`config.mk`:
```
export PLATFORM = sky130hd
export DESIGN_NAME = sampleCollector
export DESIGN_NICKNAME = d
export VERILOG_FILES = /design/src/fxpFmtPkg.sv /design/src/firGeomPkg.sv /design/src/sampleCollector.sv
export SDC_FILE = /design/constraint.sdc
export NUM_CORES = 1
export LEC_CHECK = 0
export ABC_AREA = 1
export BUFFER_PORTS_ARGS = -buffer_cell sky130_fd_sc_hd__buf_4
export CORE_AREA = 4 4 41 43
export DETAILED_ROUTE_END_ITERATION = 6
export DIE_AREA = 0 0 45 47
export PLACE_DENSITY = 0.5
export SLEW_MARGIN = 10
export SYNTH_ARGS = -nofsm -noshare
export SYNTH_HDL_FRONTEND = slang
export SYNTH_SLANG_ARGS = --single-unit
export TNS_END_PERCENT = 5
```
`constraint.sdc`:
```
create_clock -name clk -period 1 [get_ports clk]
set_input_delay 0 -clock clk [delete_from_list [all_inputs] [get_ports clk]]
set_output_delay 0 -clock clk [all_outputs]
set_load 0.01 [all_outputs]
```
`src/fxpFmtPkg.sv`:
```
package fxpFmtPkg;

    // Signed fixed-point coefficient width
    localparam int COEFF_WIDTH = 16;

    // Half-sum and LUT entry width, holds the full 24-tap range
    localparam int ACC_WIDTH = 22;

    // Output word width, offset binary
    localparam int OUT_WIDTH = 12;

    // Arithmetic right shift applied to the total before saturation
    localparam int OUT_SHIFT = 8;

    // Added before the shift for round-half-up
    localparam int ROUND_BIAS = 1 << (OUT_SHIFT - 1);

    // Output validity while the window fills after reset
    typedef enum logic {
        FILLING,
        RUNNING
    } fillState_e;

endpackage

```
`src/firGeomPkg.sv`:
```
package firGeomPkg;

    // Input bits per output word
    localparam int DSR = 4;

    // Taps on each side of the window centre
    localparam int LOOKAHEAD = 12;
    localparam int LOOKBACK = 12;
    localparam int LOOKTOTAL = LOOKAHEAD + LOOKBACK;

    // Frames until every window bit holds a real sample
    localparam int FRAMES_TO_FILL = LOOKTOTAL / DSR;

    // Address bits per LUT
    localparam int LUT_BITS = 6;

    // Clocks from a frame strobe to the matching output word
    localparam int PIPE_FRAMES = 4;

    // Lookahead taps, index 0 next to the centre
    localparam logic signed [fxpFmtPkg::COEFF_WIDTH-1:0] HB [LOOKAHEAD] = '{
        16'sd32000,
        16'sd31000,
        16'sd29500,
        16'sd27500,
        16'sd25500,
        16'sd23500,
        16'sd21500,
        16'sd19500,
        16'sd17500,
        16'sd15500,
        16'sd13500,
        16'sd11500
    };

    // Lookback taps, index 0 next to the centre
    // Total of both tables sits just above full scale, so a constant
    // stream clips while a lone impulse stays inside the range
    localparam logic signed [fxpFmtPkg::COEFF_WIDTH-1:0] HF [LOOKBACK] = '{
        16'sd31500,
        16'sd30200,
        16'sd28800,
        16'sd27000,
        16'sd25000,
        16'sd23000,
        16'sd21000,
        16'sd19000,
        16'sd17000,
        16'sd15000,
        16'sd13000,
        16'sd11000
    };

endpackage

```
`src/sampleCollector.sv`:
```
`timescale 1ns/1ps

module sampleCollector (
    input  logic                           clk,
    input  logic                           arstN,
    input  logic                           bitIn,
    output logic [firGeomPkg::DSR-1:0]     frame,
    output logic                           frameStb
);

    localparam int CNT_WIDTH = $clog2(firGeomPkg::DSR);
    localparam logic [CNT_WIDTH-1:0] LAST_COUNT = CNT_WIDTH'(firGeomPkg::DSR - 1);

    logic [CNT_WIDTH-1:0] count;
    logic [firGeomPkg::DSR-2:0] partial;
    logic frameDone;

    assign frameDone = (count == LAST_COUNT);

    // Position inside the current frame
    always_ff @(posedge clk or negedge arstN) begin
        if (!arstN) begin
            count <= '0;
            frameStb <= 1'b0;
        end else begin
            frameStb <= frameDone;
            if (frameDone) begin
                count <= '0;
            end else begin
                count <= count + 1'b1;
            end
        end
    end

    // Oldest bit ends up in the MSB
    always_ff @(posedge clk) begin
        partial <= {partial[firGeomPkg::DSR-3:0], bitIn};
        if (frameDone) begin
            frame <= {partial, bitIn};
        end
    end

    // Strobes are spaced by a whole frame
    frameSpacing: assert property (
        @(posedge clk) disable iff (!arstN)
        frameStb |=> (!frameStb) [*firGeomPkg::DSR-1]
    );

endmodule

```
After elaboration in Yosys (flattened, before gate mapping)
Index checks and enable logic that the tools add are counted.
W data, S select, Z words.
{"block": "word_totals", "register_bits": 10, "inputBits": 3, "output_inout_bits": 5, "elab_cells": 7}
{"block": "op_classes", "n_addsub": 1, "n_eq_ne": 1, "mux": 1}
{"op": "$add A2 B1 Y2 const B", "n": 1}
{"op": "$eq A2 B2 Y1 const B", "n": 1}
{"op": "$mux W2", "n": 1}

Depth between registers and ports, before layout
{"block": "depth", "word_depth": 2, "mapped_depth": 2, "mapped_depth_nobuf": 2}

Least setup slack after synthesis
OpenSTA, ideal clock, no wires.
{"block": "synth_path", "path_type": "reg2reg", "from": "register count[0]", "to": "register frame[0] (netlist name) (enable)", "setup_ps": 313, "t_arrival_ps": 580, "required_time_ps": 687, "path_slack_ps": 107, "stages_incl_launch_ff": 2, "n_path_buf": 0, "synth_period_minus_slack_ps": 893, "cell_sequence": "dfrtp_1 -> ha_1"}
{"block": "synth_via", "elab_chain_cells": 1}
{"item": "start: declaration", "line_no": "sampleCollector.sv:14", "text": "logic [CNT_WIDTH-1:0] count;"}
{"item": "start signal: assignment", "line_no": "sampleCollector.sv:30", "text": "count <= count + 1'b1;"}
{"item": "$eq A2 B2 Y1", "line_no": "sampleCollector.sv:18", "text": "assign frameDone = (count == LAST_COUNT);"}
{"item": "end signal: assignment", "line_no": "sampleCollector.sv:39", "text": "frame <= {partial, bitIn};"}
{"item": "end: declaration", "line_no": "sampleCollector.sv:7", "text": "output logic [firGeomPkg::DSR-1:0] frame,"}
Every way passes these cells.
A chain may end at the register's enable or synchronous reset.

Final worst setup path
{"block": "layout_path", "from": "register count[0]", "to": "register frame[2] (netlist name) (enable)"}
The elaborated chain is that of the path after synthesis.

==> results.sh <==
export IMPL_grt_overflow=0
export IMPL_max_cap_violations=0
export IMPL_htree_levels=1
export IMPL_grt_pass1_vias=149
export IMPL_ir_drop_v=0.000633
export IMPL_critPathMaxStageDelay_ns=0.37
export IMPL_synthTopCellsByCount="edfxtp_1 (4), dfrtp_1 (3), dfxtp_1 (3)"
export IMPL_path_clk_slew_ns=0.07
export IMPL_dieArea_um2=2120
export IMPL_hold_path_class="in2async"
export IMPL_cts_sinks=10
export IMPL_port_buffers=7
export IMPL_syn_avg_cell_area_um2=21.8
export IMPL_cp_max_fo=5
export IMPL_arrival_ns=0.89
export IMPL_coreArea_um2=1300
export IMPL_slew_headroom_pct=87.4
export IMPL_yosysTopAreaCell="edfxtp_1"
export IMPL_worstMarginPinSlew_ns=0.188
export IMPL_fillers=134
export IMPL_setup_violations=0
export IMPL_ys_seq_area_share_pct=89.9
export IMPL_min_period_over_period_pct=94.3
export IMPL_nNetsFinal=32
export IMPL_design_area_um2=402
export IMPL_n_antenna_cell=0
export IMPL_drive_gt1_share_pct=38.5
export IMPL_yosys_area_share_simple_pct=1.32
export IMPL_drt_wl_total_um=357
export IMPL_slew_violations=0
export IMPL_start_util_pct=21.8
export IMPL_synth_edff_count=4
export IMPL_synth_xor_area_share_pct=0
export IMPL_required_ns=0.95
export IMPL_ant_nets=0
export IMPL_synth_adder_area_share_pct=8.81
export IMPL_synth_top_cell_area_share_pct=42.3
export IMPL_area_delta_synth_final_pct=41.4
export IMPL_path_cells="ha_1"
export IMPL_synth_most_common_cell="edfxtp_1"
export IMPL_powerDensity_nw_per_um2=1800
export IMPL_synthFlopType="edfxtp_1"
export IMPL_wl_per_cell_um=8.71
export IMPL_cts_root_buf="clkbuf_4"
export IMPL_rows=13
export IMPL_rsz0062_at_grt="no"
export IMPL_endpoint_kind="flip-flop"
export IMPL_first_pass_iters=2
export IMPL_track_usage_pct=4.48
export IMPL_yosys_top_cells_area="edfxtp_1 (42%), dfrtp_1 (26%), dfxtp_1 (21%)"
export IMPL_dieWidth_um=45
export IMPL_postCtsHoldBufs=2
export IMPL_io_pins=8
export IMPL_cts_resized_gates=0
export IMPL_path_buf_inv=0
export IMPL_grt_max_degree=7
export IMPL_cts_made_buffers=3
export IMPL_antenna_found_initial=0
export IMPL_async_reset_ff_share_pct=30.0
export IMPL_cp_top_family="flip-flops"
export IMPL_dp_cells=35
export IMPL_synth_top_family_by_area="adder cells"
export IMPL_finalNonFillerCells=41
export IMPL_synth_cells=13
export IMPL_seq_area_um2=255
export IMPL_multi_input_area_um2=28.8
export IMPL_power_leakage_nw=0.174
export IMPL_finalSetupTns_ns=0
export IMPL_start_kind="flip-flop"
export IMPL_synth_mux_area_fraction_pct=0
export IMPL_die_h_um=47
export IMPL_synth_distinct_cells=5
export IMPL_cts_tree="built"
export IMPL_drt_initial_drc_count=2
export IMPL_synth_warnings=0
export IMPL_cp_slowest_cell="dfrtp_1"
export IMPL_gp_congestion=0.587
export IMPL_vias=142
export IMPL_max_freq_ghz=1.06
export IMPL_status="finished, final reports clean"
export IMPL_syn_num_nets=18
export IMPL_min_period_ns=0.943
export IMPL_ys_ff_latch=10
export IMPL_drc=0
export IMPL_clock_latency_ns=0.26
export IMPL_synth_area_um2=284
export IMPL_synth_compound_area_share_pct=0
export IMPL_path_class="reg2reg"
export IMPL_vias_per_cell=3.46
export IMPL_grt_pass1_wl_um=607
export IMPL_clock_skew_ns=0.00864
export IMPL_clockBufferDepth=2
export IMPL_post_dp_cell_area_um2=355
export IMPL_final_hold_viol_count=0
export IMPL_post_cts_buffers=0
[layer usage]
layer,global-route usage [%],wire length [um],vias up
li1,-,-,70
met5,0,0,-
met3,3.07,55,0
met1,4.73,159,64
met2,5.37,143,8
met4,5.26,0,0
[where the power goes]
part           total [mW]  switching (mW)  internal [mW]  leakage [nW]
sequential          0.434         0.00218          0.432        0.0991
combinational      0.0144         0.00438         0.0101        0.0600
clock               0.275           0.131          0.144        0.0154
[per-stage QoR]
step	hold WS (ns)	util, %	setup WS [ns]	total power [mW]
2_1_floorplan	-0.296	-	0.107	0.442
3_3_place_gp	-0.211	27.3	0.0859	0.451
3_5_place_dp	-0.208	27.3	0.0666	0.451
4_1_cts	0.0474	30.9	0.0609	0.729
5_1_grt	0.0634	30.9	0.0412	0.753
6_report	0.0512	30.9	0.0572	0.723
[cell families after synthesis]
| group | Yosys count |
|---|---|
| AND/OR/NAND/NOR | 1 |
| adder cells (fa/ha/maj) | 2 |
| flip-flops | 10 |
[worst paths after layout]
path	start	to	cells past startpoint	slack, ns
worst max-delay path	count[0]	frame[2]	1	0.06
worst min-delay path	arstN	count[0]	2	0.05
worst max register to register	count[0]	frame[2]	1	0.06
worst min register to register	partial[1]	partial[2]	0	0.35
max in group asynchronous	arstN	frameStb	2	0.86
min in group clk	partial[1]	partial[2]	0	0.35
[flip-flops by register name, indices dropped and copies added, names as in the netlist]
register / flops
frameStb: 1
frame: 4
partial: 3
count: 2
[area by class of cell]
cell class	count	share of cell area (%)
Tap cell	15	4.67
Clock inverter	1	0.935
Timing Repair Buffer	9	18.1
Sequential cell	10	63.6
Clock buffer	3	5.61
Multi-Input combinational cell	3	7.17
[cells in the final DEF, fill, tap and decap left out]
cell,n
dfrtp_1,3
dlygate4sd3_1,2
nor2_1,1
clkbuf_4,3
edfxtp_1,4
dfxtp_1,3
buf_4,7
clkinv_1,1
ha_1,2
(Power assumes the default switching activity.)
