==> config.mk <==
export PLATFORM = sky130hd
export DESIGN_NAME = outputFormat
export DESIGN_NICKNAME = d
export VERILOG_FILES = /design/src/fxpFmtPkg.sv /design/src/firGeomPkg.sv /design/src/outputFormat.sv
export SDC_FILE = /design/constraint.sdc
export NUM_CORES = 1
export LEC_CHECK = 0
export ABC_AREA = 1
export BUFFER_PORTS_ARGS = -buffer_cell sky130_fd_sc_hd__buf_2
export CORE_UTILIZATION = 43
export CTS_BUF_LIST = sky130_fd_sc_hd__clkbuf_16
export CTS_CLUSTER_SIZE = 20
export DETAILED_ROUTE_END_ITERATION = 16
export HOLD_SLACK_MARGIN = 0.06
export PLACE_DENSITY_LB_ADDON = 0.08
export SLEW_MARGIN = 20
export SYNTH_ARGS = -nofsm -noshare
export SYNTH_HDL_FRONTEND = slang
export SYNTH_SLANG_ARGS = --single-unit
==> constraint.sdc <==
create_clock -name clk -period 1.06 [get_ports clk]
set_clock_uncertainty 0.1 [all_clocks]
set_input_delay 0.159 -clock clk [delete_from_list [all_inputs] [get_ports clk]]
set_output_delay 0.159 -clock clk [all_outputs]
set_load 0.005 [all_outputs]
==> src/fxpFmtPkg.sv <==
package fxpFmtPkg;

    // Signed fixed-point coefficient width
    localparam int COEFF_WIDTH = 16;

    // Half-sum and LUT entry width, holds the full 24-tap range
    localparam int ACC_WIDTH = 22;

    // Output word width, offset binary
    localparam int OUT_WIDTH = 12;

    // Arithmetic right shift applied to the total before saturation
    localparam int OUT_SHIFT = 8;

    // Added before the shift for round-half-up
    localparam int ROUND_BIAS = 1 << (OUT_SHIFT - 1);

    // Output validity while the window fills after reset
    typedef enum logic {
        FILLING,
        RUNNING
    } fillState_e;

endpackage

==> src/firGeomPkg.sv <==
package firGeomPkg;

    // Input bits per output word
    localparam int DSR = 4;

    // Taps on each side of the window centre
    localparam int LOOKAHEAD = 12;
    localparam int LOOKBACK = 12;
    localparam int LOOKTOTAL = LOOKAHEAD + LOOKBACK;

    // Frames until every window bit holds a real sample
    localparam int FRAMES_TO_FILL = LOOKTOTAL / DSR;

    // Address bits per LUT
    localparam int LUT_BITS = 6;

    // Clocks from a frame strobe to the matching output word
    localparam int PIPE_FRAMES = 4;

    // Lookahead taps, index 0 next to the centre
    localparam logic signed [fxpFmtPkg::COEFF_WIDTH-1:0] HB [LOOKAHEAD] = '{
        16'sd32000,
        16'sd31000,
        16'sd29500,
        16'sd27500,
        16'sd25500,
        16'sd23500,
        16'sd21500,
        16'sd19500,
        16'sd17500,
        16'sd15500,
        16'sd13500,
        16'sd11500
    };

    // Lookback taps, index 0 next to the centre
    // Total of both tables sits just above full scale, so a constant
    // stream clips while a lone impulse stays inside the range
    localparam logic signed [fxpFmtPkg::COEFF_WIDTH-1:0] HF [LOOKBACK] = '{
        16'sd31500,
        16'sd30200,
        16'sd28800,
        16'sd27000,
        16'sd25000,
        16'sd23000,
        16'sd21000,
        16'sd19000,
        16'sd17000,
        16'sd15000,
        16'sd13000,
        16'sd11000
    };

endpackage

==> src/outputFormat.sv <==
`timescale 1ns/1ps

module outputFormat (
    input  logic                                      clk,
    input  logic                                      arstN,
    input  logic signed [fxpFmtPkg::ACC_WIDTH-1:0]    aheadSum,
    input  logic signed [fxpFmtPkg::ACC_WIDTH-1:0]    backSum,
    input  logic                                      sumStb,
    output logic [fxpFmtPkg::OUT_WIDTH-1:0]           out,
    output logic                                      valid
);

    localparam int SUM_W = fxpFmtPkg::ACC_WIDTH + 1;
    localparam int SCALED_W = SUM_W - fxpFmtPkg::OUT_SHIFT;
    localparam int OUT_W = fxpFmtPkg::OUT_WIDTH;
    localparam logic signed [SCALED_W-1:0] MAX_OUT = SCALED_W'(2 ** (OUT_W - 1) - 1);
    localparam logic signed [SCALED_W-1:0] MIN_OUT = -SCALED_W'(2 ** (OUT_W - 1));
    localparam int FILL_W = $clog2(firGeomPkg::FRAMES_TO_FILL);
    localparam logic [FILL_W-1:0] LAST_FILL = FILL_W'(firGeomPkg::FRAMES_TO_FILL - 1);

    logic signed [SUM_W-1:0] total;
    logic signed [SUM_W-1:0] rounded;
    logic signed [SCALED_W-1:0] scaled;
    logic signed [OUT_W-1:0] clipped;
    logic [OUT_W-1:0] offsetCode;
    fxpFmtPkg::fillState_e state;
    logic [FILL_W-1:0] fillCount;

    assign total = SUM_W'(aheadSum) + SUM_W'(backSum);
    assign rounded = total + SUM_W'(fxpFmtPkg::ROUND_BIAS);
    assign scaled = rounded[SUM_W-1:fxpFmtPkg::OUT_SHIFT];

    always_comb begin
        if (scaled > MAX_OUT) begin
            clipped = MAX_OUT[OUT_W-1:0];
        end else if (scaled < MIN_OUT) begin
            clipped = MIN_OUT[OUT_W-1:0];
        end else begin
            clipped = scaled[OUT_W-1:0];
        end
    end

    // Two's complement to offset binary
    assign offsetCode = {~clipped[OUT_W-1], clipped[OUT_W-2:0]};

    always_ff @(posedge clk or negedge arstN) begin
        if (!arstN) begin
            out <= '0;
            state <= fxpFmtPkg::FILLING;
            fillCount <= '0;
        end else if (sumStb) begin
            out <= offsetCode;
            if (state == fxpFmtPkg::FILLING) begin
                if (fillCount == LAST_FILL) begin
                    state <= fxpFmtPkg::RUNNING;
                end else begin
                    fillCount <= fillCount + 1'b1;
                end
            end
        end
    end

    assign valid = (state == fxpFmtPkg::RUNNING);

    // Only a reset takes valid away
    validHolds: assert property (
        @(posedge clk) disable iff (!arstN)
        !$fell(valid)
    );

endmodule

[After elaboration in Yosys (flattened, before gate mapping)]
Cells that the tools add are included.
Cells by class
  add/sub/neg operators: 3
  magnitude comparators: 2
  equal/unequal tests: 1
  muxes and demuxes: 4
  bitwise logic cells: 3
  reductions and logical operators: 1
Operator list (count)
  $mux 12: 2
  $add 22x22->23: 1
  $add 23x9->23 const B: 1
  $gt 15x12->1 const B: 1
  $lt 15x12->1 const B: 1
  $add 3x1->3 const B: 1
  $eq 3x3->1 const B: 1
  $not 1->1: 3
  $reduce_and 3->1: 1
  $mux 1: 2
Word-level totals
  register bits: 16
  bits of input ports: 47
  output and inout port bits: 13
  logic and storage cells: 17

[Longest topological paths before layout]
  depth in word-level cells: 6
  gate-level depth with buffers: 19
  depth with buffers taken out: 19

[Least setup slack after synthesis]
No wires, ideal clock.
  path type: input to register
  start point: in aheadSum[19] in the netlist's numbering
  end point: reg out[10] in the netlist's numbering
  library setup time: 0.120 ns
  data arrival time: 1.884 ns
  required time: 0.840 ns
  slack: -1.044 ns
  cell stages on the path: 11
  buffers on the path: 1
  cell sequence: ha_1 > ha_1 > a21oi_1 > nand2_1 > a21oi_1 > nand4_1 > nand2_1 > nand3_1 > a21oi_2 > buf_6 > a21oi_2
On the way
  word-level cells in the longest chain between the ends: 5
  elaborated cells between the ends (all ways): 6
  those cells by class: add/sub (2); order compare (2); mux (2)
RTL lines
  from (decl): RTL line outputFormat.sv:6  | input logic signed [fxpFmtPkg::ACC_WIDTH-1:0] aheadSum,
  $add 22x22->23 *: RTL line outputFormat.sv:29  | assign total = SUM_W'(aheadSum) + SUM_W'(backSum);
  $add 23x9->23 *: RTL line outputFormat.sv:30  | assign rounded = total + SUM_W'(fxpFmtPkg::ROUND_BIAS);
  $lt 15x12->1: RTL line outputFormat.sv:36  | end else if (scaled < MIN_OUT) begin
  $mux 12: RTL line outputFormat.sv:36
  $mux 12 *: RTL line outputFormat.sv:34  | if (scaled > MAX_OUT) begin
  to (signal assigned): RTL line outputFormat.sv:52  | out <= offsetCode;
  to (decl): RTL line outputFormat.sv:9  | output logic [fxpFmtPkg::OUT_WIDTH-1:0] out,
Every way passes the cells marked *; elsewhere a longest branch is shown, timed or not.
A chain may end at the register's enable or synchronous reset.

[Worst setup path in the final report]
  start point: in backSum[13] in the netlist's numbering
  end point: reg out[7] in the netlist's numbering
On the way
  word-level cells in the longest chain between the ends: 5
  elaborated cells between the ends (all ways): 6
  those cells by class: add/sub (2); order compare (2); mux (2)
RTL lines
  from (decl): RTL line outputFormat.sv:7  | input logic signed [fxpFmtPkg::ACC_WIDTH-1:0] backSum,
  $add 22x22->23 *: RTL line outputFormat.sv:29
  $add 23x9->23 *: RTL line outputFormat.sv:30
  $lt 15x12->1: RTL line outputFormat.sv:36
  $mux 12: RTL line outputFormat.sv:36
  $mux 12 *: RTL line outputFormat.sv:34
Marked as above.

==> results.md <==
* Ports at 60
* EDFF count, synth at 0
* Global route total overflow at 0
* Worst-Margin Slew at 0.3309 ns
* Total power at 4.226 mW
* CTS Root Buffer Type: clkbuf_16
* Area Overhead vs Synth at 74.56%
* Drt total wl at 7.229 mm
* Sw Share at 0.3984
* Nets at 560
* Worst-Skew Late Latency at 0.24 ns
* Setup Crit Path Kind: input port to flip-flop
* Clk slew on worst S/H paths at 0.05 ns
* Sink Count at 16
* Tot GR Track Use at 0.2562
* Synth Net Count at 450
* Arr. time, crit path at 2.08 ns
* Vias in the first global route at 2,692
* Fin worst setup slack at -1.010 ns
* CTS Buffer Depth at 2
* Row count at 26
* Rel. slew slack at 0.7779
* Routability congestion estimate from global placement at 0.8910
* Crit Path Max Fanout at 5
* Number of diodes at 0
* Global-route wire length before repair at 11.99 mm
* Pre-CTS WS at -1.300 ns
* Fin crit share at 1.953
* Core ar. at 5205 um2
* DR iter-0 viols at 89
* Post-synthesis mux area share at 0
* CP max-delay cell: ha_4
* Sw Pwr at 1.684 mW
* Worst path required time at 1.07 ns
* Final Hold Fails at 0
* Synth Area in XOR/XNOR at 0.04089
* Mapped Cells at 360
* Largest family of logic cells by synthesized area: simple AND/OR/NAND/NOR gates
* Vias per cell at 4.970
* Share of layout cells above drive strength 1 at 0.5321
* R2R setup slack at -0.11 ns
* Worst path most repeated cell: nand2_1
* # setup viols final at 15
* Number of H-tree levels at 1
* YS warnings at 0
* Fmax at 483.0 MHz
* Initial antenna violation count at 0
* Final Critical Period at 2.070 ns
* Most frequent cells in the layout: 92 x nand2_1, 51 x buf_2, 47 x inv_1
* Adder-cell share of the synthesized area at 0.2284
* Syn_area_per_cell at 6.544 um2
* Vias at 2,674
* Synth async-reset ratio at 1.000
* Die Y at 76.02 um
* Compound-Gate Fraction of Synth Area at 0.1147
* VDD IR max at 935.8 uV
* Sequential share of power at 0.187
* Worst setup SP type: input port
* Initial DRT Pass Iterations at 6
* Hold WC Path Type: input port to flip-flop
* Detail Placement HPWL at 5.414 mm
* MaxCap Viol Count at 0
* Die Footprint at 5779 um2
* Crit-path cells: buf_2 -> ha_4 -> ha_4 -> nand2_1 -> nand2_1 -> nand2_1 -> nand2_2 -> a21oi_2 -> nand4_1 -> nand2_1 -> nand3_2 -> a21oi_4 -> buf_6 -> buf_12 -> a21oi_4
* Sequential share of the synthesized area at 0.1699
* Remaining DRCs at 0
* Max Slew Vio Count at 0
* Combinational share of power at 0.647
* CP peak stage delay at 0.27 ns
* Failing checks: negative setup slack
* Commonest non-fill, non-tap cell in the layout: nand2_1
* Mapped cell area at 2356 um2
* RSZ-0062 raised after global routing: true
* Cell-internal power at 2.542 mW
* DIE WIDTH at 76.02 um
* CTS tree: done
* Pin count of the biggest net entering global routing at 17
* Starting Density at 0.4526
* Clock share of power at 0.165
* TritonCTS buffer count at 3
* Synth cell types at 24
* Outcome: complete, but fails checks
* I/O Buffers at 59
* WL per Instance at 13.44 um
* Power Density at 1028 nW/um2
* Antenna-violating nets left at 0
* Pleak at 1.987 nW
* FF+latch count, synth at 16
* Critical Path End Type: flip-flop
* Simple-Gate Fraction of Synth Area at 0.3425
* Synth Flop Type: dfrtp_1
area by class of cell:
cell class              instances  area [um2]
repair buffers                108       770.7
flip-flops and latches         16       400.4
multi-input cells             283        2549
well taps                      70       87.58
inverters                      58       230.2
clock buffers                   3       75.07
fillers                       365        1092
path summary, 6_finish.rpt:
kind | endpoint | startpoint | cells after the start
max in group asynchronous | out[7]$_DFFE_PN0P_ | arstN | 2
min reg2reg | out[11]$_DFFE_PN0P_ | out[11]$_DFFE_PN0P_ | 2
max | out[7]$_DFFE_PN0P_ | backSum[13] | 15
min in group asynchronous | out[0]$_DFFE_PN0P_ | arstN | 2
max reg2reg | fillCount[2]$_DFFE_PN0P_ | fillCount[0]$_DFFE_PN0P_ | 4
min | out[11]$_DFFE_PN0P_ | sumStb | 3
power by group through the flow:
stage | clock, mW | combinational [mW] | sequential [mW]
6_report | 0.698 | 2.74 | 0.792
5_1_grt | 0.743 | 2.97 | 0.801
4_1_cts | 0.695 | 2.64 | 0.788
3_5_place_dp | 0 | 2.28 | 0.791
3_3_place_gp | 0 | 2.22 | 0.780
2_1_floorplan | 0 | 1.49 | 0.804
worst max-delay path, delay by kind of cell:
family,cells,cell delay (ns)
buf+inv,3,0.37
fa+ha+maj,2,0.52
compound gates,3,0.44
simple gates,7,0.60
cell usage after synthesis, types with 4 or more instances:
| cell type | n | area (um2) |
|---|---|---|
| nand2_1 | 123 | 461.7 |
| inv_1 | 58 | 217.7 |
| ha_1 | 43 | 538.0 |
| nor2_1 | 29 | 108.9 |
| a21oi_1 | 19 | 95.09 |
| dfrtp_1 | 16 | 400.4 |
| a21oi_2 | 11 | 96.34 |
| nand4_1 | 10 | 62.56 |
| nand3_1 | 7 | 35.03 |
| o21ai_0 | 7 | 35.03 |
| nand3_2 | 6 | 60.06 |
| xor2_1 | 6 | 52.55 |
| nand2_2 | 5 | 31.28 |
| xnor2_1 | 5 | 43.79 |
| o21bai_1 | 4 | 30.03 |
cell families (layout without fill, tap and decap cells):
family	after synthesis	after routing
xor gates and xnor gates	11	11
adders and majority gates	43	43
DFF	16	16
and+or+nand+nor	186	186
AOI/OAI and AO/OA	43	43
buffers and inverters	61	169
through the flow:
stage	utilization	instance area, um2	TNS [ns]	cells	hold WS [ns]
after CTS	0.7755	4036	-11.32	536	0.1771
after detailed placement	0.6945	3615	-15.37	523	-0.02530
after global routing	0.7901	4113	-13.24	538	0.2125
final	0.7901	4113	-11.84	538	0.1801
after floorplan	-	2968	-10.58	360	-0.2366
after global placement	0.6945	3615	-15.10	523	-0.02516
per-layer routing:
layer  wire, um  global-route usage  up-vias
met5          0                   0        -
met1       2947              0.2910     1213
met4        141             0.07308        0
met2       3906              0.5082       79
met3        233             0.01557       16
li1           -                   -     1366
flip-flops by register name, indices dropped and copies added, names as in the netlist:
name,flops
out,12
fillCount,3
valid,1
repair_timing:
item | in CTS | in global routing
buffers inserted | 8 | 2
resized for setup | 71 | 13
hold endpoints to repair | 16 | 0
pin swaps | 62 | 8
hold buffers | 1 | 0
endpoints found under the setup margin | 15 | 15
cloned | 1 | 0
Power figures use the tool's default switching activity.
