==> src/fxpFmtPkg.sv <==
package fxpFmtPkg;

    // Signed fixed-point coefficient width
    localparam int COEFF_WIDTH = 16;

    // Half-sum and LUT entry width, holds the full 24-tap range
    localparam int ACC_WIDTH = 22;

    // Output word width, offset binary
    localparam int OUT_WIDTH = 12;

    // Arithmetic right shift applied to the total before saturation
    localparam int OUT_SHIFT = 8;

    // Added before the shift for round-half-up
    localparam int ROUND_BIAS = 1 << (OUT_SHIFT - 1);

    // Output validity while the window fills after reset
    typedef enum logic {
        FILLING,
        RUNNING
    } fillState_e;

endpackage

==> src/firGeomPkg.sv <==
package firGeomPkg;

    // Input bits per output word
    localparam int DSR = 4;

    // Taps on each side of the window centre
    localparam int LOOKAHEAD = 12;
    localparam int LOOKBACK = 12;
    localparam int LOOKTOTAL = LOOKAHEAD + LOOKBACK;

    // Frames until every window bit holds a real sample
    localparam int FRAMES_TO_FILL = LOOKTOTAL / DSR;

    // Address bits per LUT
    localparam int LUT_BITS = 6;

    // Clocks from a frame strobe to the matching output word
    localparam int PIPE_FRAMES = 4;

    // Lookahead taps, index 0 next to the centre
    localparam logic signed [fxpFmtPkg::COEFF_WIDTH-1:0] HB [LOOKAHEAD] = '{
        16'sd32000,
        16'sd31000,
        16'sd29500,
        16'sd27500,
        16'sd25500,
        16'sd23500,
        16'sd21500,
        16'sd19500,
        16'sd17500,
        16'sd15500,
        16'sd13500,
        16'sd11500
    };

    // Lookback taps, index 0 next to the centre
    // Total of both tables sits just above full scale, so a constant
    // stream clips while a lone impulse stays inside the range
    localparam logic signed [fxpFmtPkg::COEFF_WIDTH-1:0] HF [LOOKBACK] = '{
        16'sd31500,
        16'sd30200,
        16'sd28800,
        16'sd27000,
        16'sd25000,
        16'sd23000,
        16'sd21000,
        16'sd19000,
        16'sd17000,
        16'sd15000,
        16'sd13000,
        16'sd11000
    };

endpackage

==> src/historyShift.sv <==
`timescale 1ns/1ps

module historyShift (
    input  logic                                 clk,
    input  logic                                 arstN,
    input  logic [firGeomPkg::DSR-1:0]           frame,
    input  logic                                 frameStb,
    output logic [firGeomPkg::LOOKBACK-1:0]      lookback,
    output logic [firGeomPkg::LOOKAHEAD-1:0]     lookahead,
    output logic                                 winStb
);

    localparam int TOTAL = firGeomPkg::LOOKTOTAL;

    // Newest sample in bit 0, oldest in the MSB
    logic [TOTAL-1:0] window;

    always_ff @(posedge clk or negedge arstN) begin
        if (!arstN) begin
            window <= '0;
            winStb <= 1'b0;
        end else begin
            winStb <= frameStb;
            if (frameStb) begin
                window <= {window[TOTAL-firGeomPkg::DSR-1:0], frame};
            end
        end
    end

    // Older half already runs outward from the centre
    assign lookback = window[TOTAL-1:firGeomPkg::LOOKAHEAD];

    // Newer half reversed so bit 0 sits next to the centre
    for (genvar k = 0; k < firGeomPkg::LOOKAHEAD; k++) begin : gReverse
        assign lookahead[k] = window[firGeomPkg::LOOKAHEAD-1-k];
    end

endmodule

==> config.mk <==
export PLATFORM = sky130hd
export DESIGN_NAME = historyShift
export DESIGN_NICKNAME = d
export VERILOG_FILES = /design/src/fxpFmtPkg.sv /design/src/firGeomPkg.sv /design/src/historyShift.sv
export SDC_FILE = /design/constraint.sdc
export NUM_CORES = 1
export LEC_CHECK = 0
export BUFFER_PORTS_ARGS = -buffer_cell sky130_fd_sc_hd__clkbuf_2
export CAP_MARGIN = 15
export CORE_MARGIN = 1
export CORE_UTILIZATION = 48
export CTS_CLUSTER_DIAMETER = 80
export DETAILED_ROUTE_END_ITERATION = 6
export GPL_ROUTABILITY_DRIVEN = 0
export PLACE_DENSITY = 0.88
export SLEW_MARGIN = 20
export SYNTH_ARGS = -nofsm -noshare
export SYNTH_HDL_FRONTEND = slang
export SYNTH_SLANG_ARGS = --single-unit
==> constraint.sdc <==
create_clock -name clk -period 1.15 [get_ports clk]
set_clock_uncertainty 0.1 [all_clocks]
set_input_delay 0.0575 -clock clk [delete_from_list [all_inputs] [get_ports clk]]
set_output_delay 0.0575 -clock clk [all_outputs]
set_load 0.01 [all_outputs]
### Word level (Yosys, flattened, before mapping)

Index checks and enable logic that the tools add are counted.

* input port bits: 7
* output and inout port bits: 25
* register bits: 25

### Depth between registers and ports, before layout

Gate-level depths: netlist (run 1).

* depth in word-level cells: 0
* mapped depth: 3
* gate-level depth less buffers: 1

### Worst setup path before layout (run 1)

Ideal clock, no wire load.

* kind: register -> register
* from: register, netlist name window[10]
* to: register window[10]
* arrival time: 0.666 ns
* cell stages (with the launch flop): 2
* setup slack: 0.259 ns
* library setup time: 0.125 ns
* clock period less this slack: 0.891 ns
* buffers on the path: 0
* path through: dfrtp_1 > mux2_4

RTL lines
* end signal, assigned: line historyShift.sv:25 `window <= {window[TOTAL-firGeomPkg::DSR-1:0], frame};`
* end, declared: line historyShift.sv:16 `logic [TOTAL-1:0] window;`

### Worst setup path after layout (run 1)

* from: register window[12]
* to: output port lookback[0] in the netlist's numbering

RTL lines
* end, declared: line historyShift.sv:8 `output logic [firGeomPkg::LOOKBACK-1:0] lookback,`

No word-level cell between the ends.

==> results of run 1 <==
[power breakdown]
part	internal [mW]	switching (mW)
sequential	1.07	0.147
combinational	0.397	0.254
clock	0.130	0.254
[Yosys cell counts (all sizes together)]
master   n  area (um2)
mux2    24         345
dfrtp   25         626
buf      3        51.3
[repair_timing]
item                                    4_1_cts  5_1_grt
endpoints found under the setup margin        0        0
hold buffers                                  6        0
endpoints found under the hold margin        30        0
[area by class of cell]
class / instances / area (um2) / area share
Multi-Input combinational cell: 24 / 345 / 0.264
Timing Repair Buffer: 40 / 275 / 0.211
Sequential cell: 25 / 626 / 0.478
Clock buffer: 3 / 22.5 / 0.0172
Clock inverter: 1 / 5.00 / 0.00383
Tap cell: 27 / 33.8 / 0.0258
[flip-flops by register name, summed over array words and instances (netlist names)]
name / cells
winStb: 1
window: 24
[kinds of logic (layout without fill, tap and decap cells)]
logic type | Yosys count | count (layout)
DFF | 25 | 25
muxes | 24 | 24
buffers and inverters | 3 | 44
[worst max path at each step]
| stage | to | slack (ns) | cells past startpoint |
|---|---|---|---|
| after floorplan | window[10] | 0.26 | 1 |
| after detailed placement | window[21] | 0.14 | 3 |
| after global routing | lookahead[10] | 0.07 | 1 |
| final | lookback[0] | 0.11 | 1 |
| after global placement | window[23] | 0.17 | 3 |
| after CTS | lookback[0] | 0.10 | 1 |
[per-layer routing]
| layer | GRT usage | vias up |
|---|---|---|
| li1 | - | 263 |
| met1 | 0.197 | 287 |
| met3 | 0.0333 | 2 |
| met5 | 0 | - |
| met4 | 0.0667 | 0 |
| met2 | 0.275 | 17 |
[per-stage QoR]
stage | instances | cell area, um2
3_3_place_gp | 110 | 1220
5_1_grt | 120 | 1310
4_1_cts | 120 | 1310
2_1_floorplan | 52 | 1020
6_report | 120 | 1310
3_5_place_dp | 110 | 1220
==> impl_metrics.env, run 1 <==
export IMPL_max_slew_margin=0.774
export IMPL_cp_required_ns=0.99
export IMPL_ant_nets=0
export IMPL_worstSetupPathType="flop to primary output"
export IMPL_synthAdderAreaFrac=0
export IMPL_startpoint="window[12]"
export IMPL_status="complete, no violations"
export IMPL_cts_tree="yes"
export IMPL_setup_ws_ns=0.108
export IMPL_synthMuxAreaShare=0.338
export IMPL_met3WireLength_um=54
export IMPL_synth_nets=59
export IMPL_critPathMaxStageDelay_ns=0.43
export IMPL_cts_num_sinks=25
export IMPL_clk_latency_ns=0.31
export IMPL_syn_area_per_cell_um2=19.7
export IMPL_ys_seq_elements=25
export IMPL_cpMaxStageDelayCell="dfrtp_1"
export IMPL_yosys_warnings=0
export IMPL_irDropWorstVdd_v=0.00111
export IMPL_drive_gt1_frac=0.667
export IMPL_wl_per_cell_um=14.6
export IMPL_via_count=569
export IMPL_diodes=0
export IMPL_io_buffers=31
export IMPL_dr_wl_met2_um=944
export IMPL_vias_per_cell=4.74
export IMPL_io_pins=32
export IMPL_fin_util=0.660
export IMPL_setup_viol=0
export IMPL_start_util=0.516
export IMPL_layout_area_overhead_vs_synth_pct=27.9
export IMPL_top_layer_used="met4"
export IMPL_crit_chain="clkbuf_2"
export IMPL_die_y_um=48.2
export IMPL_numCtsBuffers=3
export IMPL_h_tree_depth=1
export IMPL_worst_slew_pin_slew_ns=0.338
export IMPL_p_leak_nw=0.675
export IMPL_max_freq_mhz=960
export IMPL_wl_met1_um=734
export IMPL_drt_initial_drc_count=7
export IMPL_clk_pin_slew_ns=0.14
export IMPL_ys_types=5
export IMPL_r2r_start="window[1]"
export IMPL_crit_arrival_ns=0.88
export IMPL_period_share=0.906
export IMPL_synth_seq_area_share=0.612
export IMPL_post_layout_total_power_mw=2.25
export IMPL_final_nets=101
export IMPL_synth_compound_area_frac=0
export IMPL_reg2reg_to="window[1]"
export IMPL_min_delay_start="frameStb"
export IMPL_cp_end_kind="primary output"
export IMPL_cts_resized=0
export IMPL_coreArea_um2=1980
export IMPL_synth_simple_area_share=0
export IMPL_final_common_cell="clkbuf_2"
export IMPL_rows=16
export IMPL_grt_usage=0.161
export IMPL_drcViolationCount=0
export IMPL_finalHoldViolations=0
export IMPL_syn_area_um2=1020
export IMPL_dp_slack_ns=0.135
export IMPL_start_kind="flop"
export IMPL_cap_violations=0
export IMPL_final_setup_tns_ns=0
export IMPL_period_minus_slack_ns=1.04
export IMPL_layout_common_cells="31 x clkbuf_2, 25 x dfrtp_1, 20 x mux2_4"
export IMPL_grt_max_degree=15
export IMPL_finalMaxSlewViolations=0
export IMPL_min_to="window[5]"
export IMPL_powerDensity_nw_per_um2=1720
export IMPL_synth_xor_area_frac=0
export IMPL_dieWidth_um=48.2
export IMPL_rsz0062_at_grt="false"
export IMPL_dieArea_um2=2320
export IMPL_reg2reg_slack_ns=0.24
export IMPL_grt_pass1_wl_um=2490
export IMPL_antenna_found_initial=0
export IMPL_synthCells=52
export IMPL_dr_pass1_iters=2
export IMPL_grt_pass1_vias=565
export IMPL_cts_buffer_depth=2
export IMPL_hold_path_class="input port to flop"
export IMPL_critPathBufInv=1
export IMPL_crit_family="flip-flops"
export IMPL_hold_path_depth=2
export IMPL_hold_ws_ns=0.0347
export IMPL_post_cts_buffers=0
export IMPL_r2r_cells=1
export IMPL_overflow=0
export IMPL_wl_um=1750
export IMPL_cts_root_buf="clkbuf_4"
export IMPL_fillerInstances=156
export IMPL_critPathMaxFanout=3
export IMPL_synth_top_family_by_area="multiplexers"
No activity file was read; power rests on OpenSTA's default activity.
==> run 2: changes to the inputs <==
Settings changed: BUFFER_PORTS_ARGS -buffer_cell sky130_fd_sc_hd__clkbuf_2 to not set, CORE_UTILIZATION 48 to 59, DONT_BUFFER_PORTS set to 1, PLACE_DENSITY 0.88 to 0.87.
==> run 2 against run 1 <==
Effect of this change:
- the run now ends with design-rule violations, negative hold slack left
- total power down 10%
- critical path depth unchanged
- final cell count down 38%
- combinational power down 51%
- utilization up 3.8 points
- die area down 18%
- clock power down 6.0%
- flip-flop and latch count unchanged
- via count down 20%
- largest cell class unchanged
==> impl_metrics.env, run 2 (synthesis results as in run 1) <==
export IMPL_drt_initial_drc_count=3
export IMPL_largest_reg_flops=24
export IMPL_crit_arrival_ns=1.05
export IMPL_cts_resized=0
export IMPL_grt_usage=0.166
export IMPL_critPathMaxFanout=3
export IMPL_p_clk_frac=0.179
export IMPL_hold_ws_ns=-0.328
export IMPL_drive_gt1_frac=0.475
export IMPL_cpMaxStageDelayCell="dfrtp_1"
export IMPL_cp_required_ns=1.25
export IMPL_drcViolationCount=2
export IMPL_p_leak_nw=0.520
export IMPL_grt_pass1_wl_um=2190
export IMPL_rsz0062_at_grt="false"
export IMPL_p_int_mw=1.46
export IMPL_finalMaxSlewViolations=0
export IMPL_grt_pass1_vias=489
export IMPL_status="finished with violations"
export IMPL_cap_violations=0
export IMPL_powerDensity_nw_per_um2=1850
export IMPL_io_pins=32
export IMPL_overflow=0
export IMPL_crit_family="flip-flops"
export IMPL_cp_depth=1
export IMPL_cts_root_buf="clkbuf_4"
export IMPL_max_freq_mhz=1050
export IMPL_final_nets=67
export IMPL_finalHoldViolations=25
export IMPL_max_slew_margin=0.873
export IMPL_period_minus_slack_ns=0.956
export IMPL_dr_pass1_iters=6
export IMPL_setup_ws_ns=0.194
export IMPL_wl_met1_um=628
export IMPL_top_layer_used="met4"
export IMPL_cp_end_kind="flop"
export IMPL_hold_path_class="input port to flop"
export IMPL_start_kind="flop"
export IMPL_layout_area_overhead_vs_synth_pct=6.36
export IMPL_crit_chain="mux2_4"
export IMPL_clk_latency_ns=0.30
export IMPL_dieWidth_um=43.6
export IMPL_grt_max_degree=26
export IMPL_start_util=0.656
export IMPL_coreArea_um2=1560
export IMPL_reg_top3="window (24), winStb (1)"
export IMPL_p_switching_mw=0.560
export IMPL_dieArea_um2=1900
export IMPL_dp_slack_ns=0.209
export IMPL_rows=14
export IMPL_r2r_cells=1
export IMPL_cts_tree="yes"
export IMPL_cts_buffer_depth=2
export IMPL_comb_power_share=0.159
export IMPL_diodes=0
export IMPL_io_buffers=0
export IMPL_wl_per_cell_um=19.5
export IMPL_hold_path_depth=0
export IMPL_dr_wl_met2_um=725
export IMPL_numCtsBuffers=3
export IMPL_h_tree_depth=1
export IMPL_ant_nets=0
export IMPL_sw_frac_of_total=0.278
export IMPL_critPathMaxStageDelay_ns=0.46
export IMPL_failed_checks="design-rule violations, negative hold slack"
export IMPL_fillerInstances=109
export IMPL_via_count=453
export IMPL_setup_viol=0
export IMPL_die_y_um=43.6
export IMPL_sequentialPowerShare=0.662
export IMPL_worstSetupPathType="flop to flop"
export IMPL_antenna_found_initial=0
export IMPL_vias_per_cell=6.04
export IMPL_regMostFlops="window"
export IMPL_cts_num_sinks=25
export IMPL_period_share=0.831
export IMPL_dp_hpwl_um=959
export IMPL_layout_common_cells="25 x dfrtp_1, 20 x mux2_4, 5 x dlygate4sd3_1"
export IMPL_final_common_cell="dfrtp_1"
export IMPL_worst_slew_pin_slew_ns=0.191
export IMPL_critPathBufInv=0
export IMPL_wl_um=1460
export IMPL_clk_pin_slew_ns=0.12
export IMPL_irDropWorstVdd_v=0.00101
export IMPL_final_setup_tns_ns=0
export IMPL_met3WireLength_um=100
[run 2: final cells by class]
class / count / area (um2) / share of cell area
well taps: 16 / 20.0 / 0.0184
repair buffers: 6 / 70.1 / 0.0644
multi-input cells: 24 / 345 / 0.318
flip-flops and latches: 25 / 626 / 0.575
clock buffers: 4 / 26.3 / 0.0242
[run 2: metrics by stage]
stage	std cells	power, mW	instance area (um2)	util
finish	75	2.02	1090	0.697
global route	75	2.12	1090	0.697
CTS	73	2.02	1060	0.678
detailed placement	65	1.64	991	0.636
global placement	65	1.61	991	0.636
floorplan	52	1.60	1020	-
[run 2: repair_timing]
| item | CTS | global route |
|---|---|---|
| buffers inserted | 0 | 0 |
| endpoints found under the hold margin | 50 | 50 |
| hold buffers | 4 | 2 |
[run 2: routing by layer]
layer | vias to the layer above | global-route usage
li1 | 193 | -
met3 | 2 | 0.0667
met2 | 21 | 0.257
met4 | 0 | 0.0750
met1 | 237 | 0.206
met5 | - | 0
[run 2: power by group through the flow]
stage          combinational (mW)  sequential (mW)  clock [mW]
4_1_cts                     0.300             1.34       0.384
3_3_place_gp                0.270             1.34           0
6_report                    0.321             1.33       0.361
5_1_grt                     0.346             1.36       0.411
2_1_floorplan               0.301             1.29           0
3_5_place_dp                0.287             1.35           0
[run 2: path summary, 6_finish.rpt]
| check | from | endpoint | slack [ns] |
|---|---|---|---|
| worst max-delay path | window[18] | window[18] | 0.19 |
| worst min register to register | window[22] | window[22] | 0.50 |
| max in group asynchronous | arstN | window[9] | 0.73 |
| min in group asynchronous | arstN | window[14] | 0.08 |
| worst max register to register | window[18] | window[18] | 0.19 |
| worst min-delay path | frameStb | winStb | -0.33 |
